==> src/conv_index_settings.svh <==
`ifndef CONV_INDEX_SETTINGS_SVH
`define CONV_INDEX_SETTINGS_SVH

// input image geometry
`define CI_IMG_W 6
`define CI_IMG_H 5
`define CI_CHANNELS 2

// kernel side and tap count
`define CI_KERNEL 3
`define CI_TAPS 9

// ram_en cycles per load
`define CI_LOAD_CYCLES 10

// ram address widths
`define CI_IMG_AW 8
`define CI_FLT_AW 5

`endif

==> src/index_pkg.sv <==
package index_pkg;

    typedef enum logic [2:0] {
        IDLE,
        LOAD,
        DECIDE,
        WAIT_START,
        WHOLE_DONE
    } index_state_e;

    // one window step per DECIDE cycle
    typedef enum logic [2:0] {
        STEP_NONE,
        STEP_TAP_COL,
        STEP_TAP_ROW,
        STEP_OFMAP_ROW,
        STEP_OFMAP_COL,
        STEP_CHANNEL,
        STEP_CLEAR
    } step_op_e;

    typedef struct packed {
        logic tap_col_full;
        logic tap_full;
        logic load_full;
    } win_flags_t;

endpackage

==> src/addr_pkg.sv <==
`include "conv_index_settings.svh"

package addr_pkg;

    // output map boundaries
    typedef struct packed {
        logic last_row;
        logic last_col;
        logic last_channel;
    } edge_flags_t;

    typedef struct packed {
        logic [`CI_FLT_AW-1:0] filter_addr;
        logic [`CI_IMG_AW-1:0] image_addr;
    } ram_addr_t;

endpackage

==> src/index_fsm.sv <==
module index_fsm (
    input  logic                  CLK,
    input  logic                  RST,
    input  logic                  index_start,
    input  index_pkg::win_flags_t win_flags,
    input  addr_pkg::edge_flags_t edge_flags,
    output index_pkg::step_op_e   step_op,
    output logic                  load_en,
    output logic                  ram_en,
    output logic                  load_done,
    output logic                  whole_done
);
    import index_pkg::*;

    index_state_e state;
    index_state_e next_state;
    logic         last_window;

    // final tap of final window of final channel
    assign last_window = win_flags.tap_col_full & win_flags.tap_full &
                         edge_flags.last_row & edge_flags.last_col &
                         edge_flags.last_channel;

    always_ff @(posedge CLK) begin
        if (RST) begin
            state <= IDLE;
        end else begin
            state <= next_state;
        end
    end

    always_comb begin
        next_state = state;
        case (state)
            IDLE: begin
                if (index_start) begin
                    next_state = LOAD;
                end
            end
            LOAD: begin
                if (win_flags.load_full) begin
                    next_state = DECIDE;
                end
            end
            DECIDE: begin
                next_state = last_window ? WHOLE_DONE : WAIT_START;
            end
            WAIT_START: begin
                if (index_start) begin
                    next_state = LOAD;
                end
            end
            WHOLE_DONE: begin
                next_state = WHOLE_DONE;
            end
            default: begin
                next_state = IDLE;
            end
        endcase
    end

    // step choice, innermost loop first
    always_comb begin
        step_op = STEP_NONE;
        case (state)
            IDLE: begin
                step_op = STEP_CLEAR;
            end
            DECIDE: begin
                if (!win_flags.tap_col_full) begin
                    step_op = STEP_TAP_COL;
                end else if (!win_flags.tap_full) begin
                    step_op = STEP_TAP_ROW;
                end else if (!edge_flags.last_row) begin
                    step_op = STEP_OFMAP_ROW;
                end else if (!edge_flags.last_col) begin
                    step_op = STEP_OFMAP_COL;
                end else if (!edge_flags.last_channel) begin
                    step_op = STEP_CHANNEL;
                end
            end
            default: begin
                step_op = STEP_NONE;
            end
        endcase
    end

    // decoded straight from the state register
    assign load_en    = (state == LOAD);
    assign ram_en     = (state == LOAD);
    assign load_done  = (state == DECIDE);
    assign whole_done = (state == WHOLE_DONE);

endmodule

==> src/window_counters.sv <==
`include "conv_index_settings.svh"

module window_counters (
    input  logic                  CLK,
    input  logic                  RST,
    input  logic                  load_en,
    input  index_pkg::step_op_e   step_op,
    output index_pkg::win_flags_t win_flags
);
    import index_pkg::*;

    localparam int LOAD_W = $clog2(`CI_LOAD_CYCLES);
    localparam int COL_W  = $clog2(`CI_KERNEL);
    localparam int TAP_W  = $clog2(`CI_TAPS);

    logic [LOAD_W-1:0] load_cnt;
    logic [COL_W-1:0]  tap_col;
    logic [TAP_W-1:0]  tap;

    always_ff @(posedge CLK) begin
        if (RST) begin
            load_cnt <= '0;
        end else if (load_en && !win_flags.load_full) begin
            load_cnt <= load_cnt + 1'b1;
        end else begin
            load_cnt <= '0;
        end
    end

    always_ff @(posedge CLK) begin
        if (RST) begin
            tap_col <= '0;
            tap     <= '0;
        end else begin
            case (step_op)
                STEP_TAP_COL: begin
                    tap_col <= tap_col + 1'b1;
                    tap     <= tap + 1'b1;
                end
                STEP_TAP_ROW: begin
                    tap_col <= '0;
                    tap     <= tap + 1'b1;
                end
                STEP_OFMAP_ROW, STEP_OFMAP_COL, STEP_CHANNEL, STEP_CLEAR: begin
                    tap_col <= '0;
                    tap     <= '0;
                end
                default: ;
            endcase
        end
    end

    assign win_flags.tap_col_full = (tap_col == COL_W'(`CI_KERNEL - 1));
    assign win_flags.tap_full     = (tap == TAP_W'(`CI_TAPS - 1));
    assign win_flags.load_full    = (load_cnt == LOAD_W'(`CI_LOAD_CYCLES - 1));

endmodule

==> src/filter_addr_gen.sv <==
`include "conv_index_settings.svh"

module filter_addr_gen (
    input  logic                  CLK,
    input  logic                  RST,
    input  index_pkg::step_op_e   step_op,
    output logic [`CI_FLT_AW-1:0] filter_addr
);
    import index_pkg::*;

    localparam int OFS_W = $clog2(`CI_TAPS);

    logic [`CI_FLT_AW-1:0] base;
    logic [OFS_W-1:0]      offset;

    always_ff @(posedge CLK) begin
        if (RST) begin
            base   <= '0;
            offset <= '0;
        end else begin
            case (step_op)
                STEP_TAP_COL, STEP_TAP_ROW: begin
                    offset <= offset + 1'b1;
                end
                STEP_OFMAP_ROW, STEP_OFMAP_COL: begin
                    offset <= '0;
                end
                // next channel's kernel follows directly
                STEP_CHANNEL: begin
                    base   <= base + `CI_FLT_AW'(`CI_TAPS);
                    offset <= '0;
                end
                STEP_CLEAR: begin
                    base   <= '0;
                    offset <= '0;
                end
                default: ;
            endcase
        end
    end

    assign filter_addr = base + `CI_FLT_AW'(offset);

endmodule

==> src/image_addr_gen.sv <==
`include "conv_index_settings.svh"

module image_addr_gen (
    input  logic                  CLK,
    input  logic                  RST,
    input  index_pkg::step_op_e   step_op,
    output logic [`CI_IMG_AW-1:0] image_addr,
    output addr_pkg::edge_flags_t edge_flags
);
    import index_pkg::*;

    // output map extent per direction
    localparam int OUT_H = `CI_IMG_H - `CI_KERNEL + 1;
    localparam int OUT_W = `CI_IMG_W - `CI_KERNEL + 1;
    localparam int ROW_W = $clog2(OUT_H);
    localparam int COL_W = $clog2(OUT_W);
    localparam int CH_W  = $clog2(`CI_CHANNELS);
    localparam int TK_W  = $clog2(`CI_KERNEL);

    logic [ROW_W-1:0] out_row;
    logic [COL_W-1:0] out_col;
    logic [CH_W-1:0]  channel;
    logic [TK_W-1:0]  tap_row;
    logic [TK_W-1:0]  tap_col;

    always_ff @(posedge CLK) begin
        if (RST) begin
            out_row <= '0;
            out_col <= '0;
            channel <= '0;
            tap_row <= '0;
            tap_col <= '0;
        end else begin
            case (step_op)
                STEP_TAP_COL: begin
                    tap_col <= tap_col + 1'b1;
                end
                STEP_TAP_ROW: begin
                    tap_col <= '0;
                    tap_row <= tap_row + 1'b1;
                end
                STEP_OFMAP_ROW: begin
                    tap_col <= '0;
                    tap_row <= '0;
                    out_row <= out_row + 1'b1;
                end
                STEP_OFMAP_COL: begin
                    tap_col <= '0;
                    tap_row <= '0;
                    out_row <= '0;
                    out_col <= out_col + 1'b1;
                end
                STEP_CHANNEL: begin
                    tap_col <= '0;
                    tap_row <= '0;
                    out_row <= '0;
                    out_col <= '0;
                    channel <= channel + 1'b1;
                end
                STEP_CLEAR: begin
                    tap_col <= '0;
                    tap_row <= '0;
                    out_row <= '0;
                    out_col <= '0;
                    channel <= '0;
                end
                default: ;
            endcase
        end
    end

    // channel plane, then pixel row, then pixel column
    assign image_addr = `CI_IMG_AW'(channel) * `CI_IMG_AW'(`CI_IMG_H * `CI_IMG_W)
                      + (`CI_IMG_AW'(out_row) + `CI_IMG_AW'(tap_row)) * `CI_IMG_AW'(`CI_IMG_W)
                      + `CI_IMG_AW'(out_col) + `CI_IMG_AW'(tap_col);

    assign edge_flags.last_row     = (out_row == ROW_W'(OUT_H - 1));
    assign edge_flags.last_col     = (out_col == COL_W'(OUT_W - 1));
    assign edge_flags.last_channel = (channel == CH_W'(`CI_CHANNELS - 1));

endmodule

==> src/conv_indexer.sv <==
`include "conv_index_settings.svh"

module conv_indexer (
    input  logic                CLK,
    input  logic                RST,
    input  logic                index_start,
    output addr_pkg::ram_addr_t ram_addr,
    output logic                ram_en,
    output logic                load_done,
    output logic                whole_done
);
    import index_pkg::*;
    import addr_pkg::*;

    step_op_e              step_op;
    win_flags_t            win_flags;
    edge_flags_t           edge_flags;
    logic                  load_en;
    logic [`CI_FLT_AW-1:0] filter_addr;
    logic [`CI_IMG_AW-1:0] image_addr;

    index_fsm u_fsm (
        .CLK         (CLK),
        .RST         (RST),
        .index_start (index_start),
        .win_flags   (win_flags),
        .edge_flags  (edge_flags),
        .step_op     (step_op),
        .load_en     (load_en),
        .ram_en      (ram_en),
        .load_done   (load_done),
        .whole_done  (whole_done)
    );

    window_counters u_counters (
        .CLK       (CLK),
        .RST       (RST),
        .load_en   (load_en),
        .step_op   (step_op),
        .win_flags (win_flags)
    );

    filter_addr_gen u_filter_addr (
        .CLK         (CLK),
        .RST         (RST),
        .step_op     (step_op),
        .filter_addr (filter_addr)
    );

    image_addr_gen u_image_addr (
        .CLK        (CLK),
        .RST        (RST),
        .step_op    (step_op),
        .image_addr (image_addr),
        .edge_flags (edge_flags)
    );

    assign ram_addr = '{filter_addr: filter_addr, image_addr: image_addr};

endmodule

==> config.mk <==
export PLATFORM = sky130hd
export DESIGN_NAME = conv_indexer
export DESIGN_NICKNAME = d
export VERILOG_FILES = /design/src/index_pkg.sv /design/src/addr_pkg.sv /design/src/index_fsm.sv /design/src/window_counters.sv /design/src/filter_addr_gen.sv /design/src/image_addr_gen.sv /design/src/conv_indexer.sv
export VERILOG_INCLUDE_DIRS = /design/src /design/src/src
export SDC_FILE = /design/constraint.sdc
export NUM_CORES = 1
export LEC_CHECK = 0
export BUFFER_PORTS_ARGS = -buffer_cell sky130_fd_sc_hd__buf_4
export CORE_MARGIN = 5
export CORE_UTILIZATION = 48
export DETAILED_ROUTE_END_ITERATION = 6
export GPL_TIMING_DRIVEN = 1
export HOLD_SLACK_MARGIN = 0.02
export PLACE_DENSITY = 0.67
export SETUP_SLACK_MARGIN = 0.05
export SLEW_MARGIN = 20
export SYNTH_ARGS = -nofsm -noshare
export SYNTH_HDL_FRONTEND = slang
export SYNTH_SLANG_ARGS = --single-unit
export TNS_END_PERCENT = 10
==> constraint.sdc <==
create_clock -name CLK -period 5.47 [get_ports CLK]
set_input_delay 0.8205 -clock CLK [delete_from_list [all_inputs] [get_ports CLK]]
set_output_delay 0.8205 -clock CLK [all_outputs]
set_load 0.02 [all_outputs]
# Word-level counts from Yosys, hierarchy flattened
# Index checks and enable logic that the tools add are counted.
# word_totals
wordCells,86
out_inout_bits,16
in_bits,3
register_bits,31
# classes
n_reduce_logical,17
n_bitwise,5
n_addsub,15
n_mux,19
eq_ne,17
mul,2
# ops
op,n
$mux 3,8
$pmux 2 s2,5
$add 8x2->8,2
$pmux 4 s2,2
$add 4x1->4 const B,3
$eq 3x2->1 const B,4
$eq 3x3->1 const B,4
$pmux 3 s4,1
$reduce_bool 2->1,6
$add 2x1->2 const B,5
$pmux 5 s2,1
$add 6x8->8,1
$eq 4x4->1 const B,2
$mul 8x2->7 const B,1
$reduce_or 2->1,4
$eq 2x2->1 const B,3
$eq 3x1->1 const B,2
$pmux 3 s2,1
$add 5x4->5,1
$add 5x4->5 const B,1
$mul 1x4->5 const B,1
$reduce_or 5->1,1
$and 1x1->1,4
$reduce_or 4->1,1
other kinds (11),11

# Longest topological paths before layout
# logic_depth
word_depth,9
mapped_depth,11
mapped_depth_nobuf,11

# By module
# Synthesis repeated with hierarchy kept, for this count alone.
# hier_totals
cells_unflattened,284
area_unflattened_um2,2313.5
# by_module_without_submodules
mod,instances,seq_area_each_um2,cells_each,area_per_inst_um2
image_addr_gen,1,180.2,106,873.3
filter_addr_gen,1,180.2,83,661.9
window_counters,1,200.2,62,535.5
index_fsm,1,60.1,33,242.7

# Worst setup path after synthesis
# No wires, ideal clock.
# synth_timing
path_kind,register -> output
from,register u_image_addr.tap_row[0]
to,output port ram_addr[5] (netlist name)
required_ps,4649
arrival_ps,2729
path_buffers,0
slack_ps,1921
stages_incl_launch_ff,11
path_cell_list,dfxtp_1 ha_1 fa_1 ha_1 ha_1 mux2i_1 ha_1 ha_1 inv_1 or4_1 nand3_1
# synth_rtl
item,line_no,source
start: declaration,image_addr_gen.sv:23,logic [TK_W-1:0] tap_row;
start signal: assignment,image_addr_gen.sv:40,tap_row <= tap_row + 1'b1;
end: declaration,conv_indexer.sv:7,"output addr_pkg::ram_addr_t ram_addr,"

==> impl_results.md <==
- Clock tree from TritonCTS: built
- Number of cells produced by synthesis: 256
- Measured slew at the worst slew-check pin: 0.543 ns
- Post-route cell area: 2420 um^2
- Number of standard cells in the final layout excluding fillers: 323
- Cell area after synthesis: 2210 um^2
- Number of resized instances in the post-cts repair step: 0
- Critical path fanouts, max: 4
- Largest cells by area after synthesis: dfxtp_1 28%, ha_1 15%, a21oi_1 4.5%, fa_1 3.6%, inv_1 3.6%
- Average cell area after synthesis: 8.62 um^2
- Post-CTS setup repair buffer count: 0
- Vias: 1853
- Most frequent CP cell: ha_1
- Post-Route Skew: 0.00353 ns
- CORE AREA: 4410 um^2
- Worst hold-check path type: reg2reg
- Max stage delay on crit path: 0.49 ns
- Gr usage total: 0.156
- Number of hold-repair buffers added at the cts stage: 0
- Antenna Nets Post-Route: 0
- Final weighted congestion in routability-driven placement: 0.792
- Worst setup slack before clock tree synthesis: 1.78 ns
- Share of final-layout standard cells stronger than drive strength 1: 0.118
- Count of flip-flops with a built-in enable after synthesis: 0
- Startpoint class of the critical path: register
- Largest net degree at the start of global routing: 29
- Shortest period the worst path allows: 3.99 ns
- 1st-pass router iterations: 4
- Number of levels the H-tree was split into: 2
- NumNets Final: 304
- Die width: around 80 um
- Result of the run: finished, final reports clean
- Residual DRC count: 0
- Number of distinct standard cells referenced by the synthesized netlist: 57
- Achievable frequency: 0.250 GHz
- Kind of critical path: reg2out
- Count of final max-slew check failures: 0
- WL/cell: 13.5 um
- Kind of end point of the critical path: output pin
- Cell with the largest stage delay on the worst path: fa_1
- CTS Root Cell: clkbuf_8
- Sequential fraction of the synthesis area: 0.281
- Number of buffers inserted by port buffering: 17
- Setup repair after global routing missed its margin: false
- Setup violations, final: 0
- Hold Vio Cnt, Final: 0
- Total die area: 6050 um^2
- Flip-flop cell with the highest count after synthesis: dfxtp_1
- Core Rows: 24
- Count of pins on the block boundary: 19
- ANT cells: 0
- Top cell types by occurrence after synthesis: 31 x dfxtp_1, 27 x ha_1, 21 x inv_1
- Yosys Warn Count: 0
- Routed vias/inst: between 5 and 6
- TritonCTS buffer count: 5
- Max capacitance violation total: 0
- 1st-iter DRT viols: 91
- Post-route setup TNS: 0 ns
- Height of the die: ~80 um
- Most numerous cell in the Yosys netlist: dfxtp_1
- Power density over the cells: around 290 nW/um^2
- Data required time at the worst endpoint: 4.65 ns
- Insertion delay of the later-clocked pin in the worst-skew pair: 0.28 ns
- Library cell occupying the most area in the post-synthesis netlist: dfxtp_1
- Data arrival time of the critical path: about 3.2 ns
- Wire length of the first global-routing pass: 7940 um
- Worst ir drop on vdd: approximately 0.00019 V
- Final WL: between 4000 and 5000 um
- Final worst path period share: 0.730
- DP Wirelength: 3230 um
- Number of antenna violations at the first check in global routing: 0
- Setup ws final: ~1.5 ns
- Placed insts: 315
- Headroom to the max-slew limit: 0.636
- List of cells traversed by the critical path: ha_1 -> fa_1 -> ha_1 -> ha_1 -> ha_1 -> ha_1 -> nor4b_1 -> a21oi_1 -> o311a_1 -> nand3_1 -> buf_4
- Number of filler cells placed in the layout: between 400 and 500
- Leakage power total: approximately 1.1 nW
- Initial core utilization: 0.500
- Bufs on Longest Clock Path: 2
- Number of global-route vias before repair: ~1800
- Area after DPL: around 2300 um^2
- Synthesis-to-finish area growth: 9.93%
- CTS sink cnt: 31
- Fraction of post-synthesis cell area in the top cell type by area: 0.281
- Net count after synthesis: 290
- Number of register bits inferred by synthesis: 31
- Total gr overflow: 0
- Proportion of register bits with asynchronous set or reset after synthesis: 0
- Clock transition at the registers of the reported paths: 0.06 ns
## through the flow
stage,util,hold slack (ns),power (mW)
global placement,0.531,0.452,0.521
global route,0.549,0.512,0.740
floorplan,-,0.444,0.465
CTS,0.549,0.479,0.696
finish,0.549,0.477,0.692
detailed placement,0.531,0.463,0.523
## final timing paths
| check | cells past startpoint | slack, ns | to | from |
|---|---|---|---|---|
| worst min-delay path | 2 | 0.48 | u_image_addr.tap_col[1] | u_image_addr.tap_col[1] |
| worst max register to register | 6 | 3.41 | u_filter_addr.offset[1] | u_counters.tap_col[0] |
| worst min register to register | 2 | 0.48 | u_image_addr.tap_col[1] | u_image_addr.tap_col[1] |
| worst max-delay path | 11 | 1.48 | ram_addr[5] | u_image_addr.tap_row[0] |
## placed cells by master (no fill, tap or decap), types with 2 or more instances in the layout
cell	netlist	routed
and4b_1	2	2
dfxtp_1	31	31
buf_4	1	17
or4_1	3	3
nand2_1	14	14
or3_1	3	3
a21o_1	3	3
clkbuf_1	1	2
or2_2	2	2
nor4_1	2	2
o21ai_0	9	9
nor4b_1	3	3
nand4_1	3	3
xor2_1	8	8
fa_1	4	4
a21oi_1	20	20
and3_1	2	2
nor3b_1	4	4
nor2_1	14	14
ha_1	27	27
nor2b_1	2	2
and4_1	3	3
nand2b_1	4	4
inv_1	21	21
nand3b_1	3	3
nor3_1	11	11
nand3_1	10	10
xnor2_1	7	7
clkbuf_8	0	5
o32ai_1	3	3
a31oi_1	4	4
## metal layers
layer	global-route usage	wire length, um
met5	0	0
met4	0.0464	57
met3	0.0359	153
met2	0.248	1970
met1	0.208	2200
## final cells by class
| class | count | area (um^2) | share of cell area |
|---|---|---|---|
| clock inverter | 1 | 5.00 | 0.00206 |
| inverter | 21 | 78.8 | 0.0325 |
| sequential | 31 | 621 | 0.256 |
| timing repair buffer | 17 | 128 | 0.0526 |
| clock buffer | 7 | 76.3 | 0.0315 |
| tap | 52 | 65.1 | 0.0268 |
| multi-input combinational | 194 | 1450 | 0.599 |
## power by group
group          internal [mW]  total (mW)  switching [mW]
registers              0.248       0.289          0.0412
clock network         0.0891       0.173          0.0839
logic                 0.0913       0.230           0.138
total                  0.428       0.692           0.263
## flip-flops by register name, summed over array words and instances (netlist names)
name,flops
u_fsm.state,3
u_filter_addr.base,5
u_filter_addr.offset,4
u_image_addr.tap_col,2
u_image_addr.out_col,2
u_counters.load_cnt,4
u_counters.tap_col,2
u_image_addr.channel,1
u_image_addr.tap_row,2
u_image_addr.out_row,2
u_counters.tap,4
## logic make-up after synthesis
family,share of synthesized area
xor gates and xnor gates,0.0596
muxes,0.00964
buffers and inverters,0.0607
AOI/OAI and AO/OA,0.155
other,0.00170
DFF,0.281
adders and majority gates,0.189
and+or+nand+nor,0.243
## critical path, delay by kind of cell (launching register included)
family | cells | cell delay (ns)
fa+ha+maj | 6 | 1.83
compound gates | 2 | 0.18
buf+inv | 1 | 0.14
simple gates | 2 | 0.40
flops | 1 | 0.33
Power figures use the tool's default switching activity.
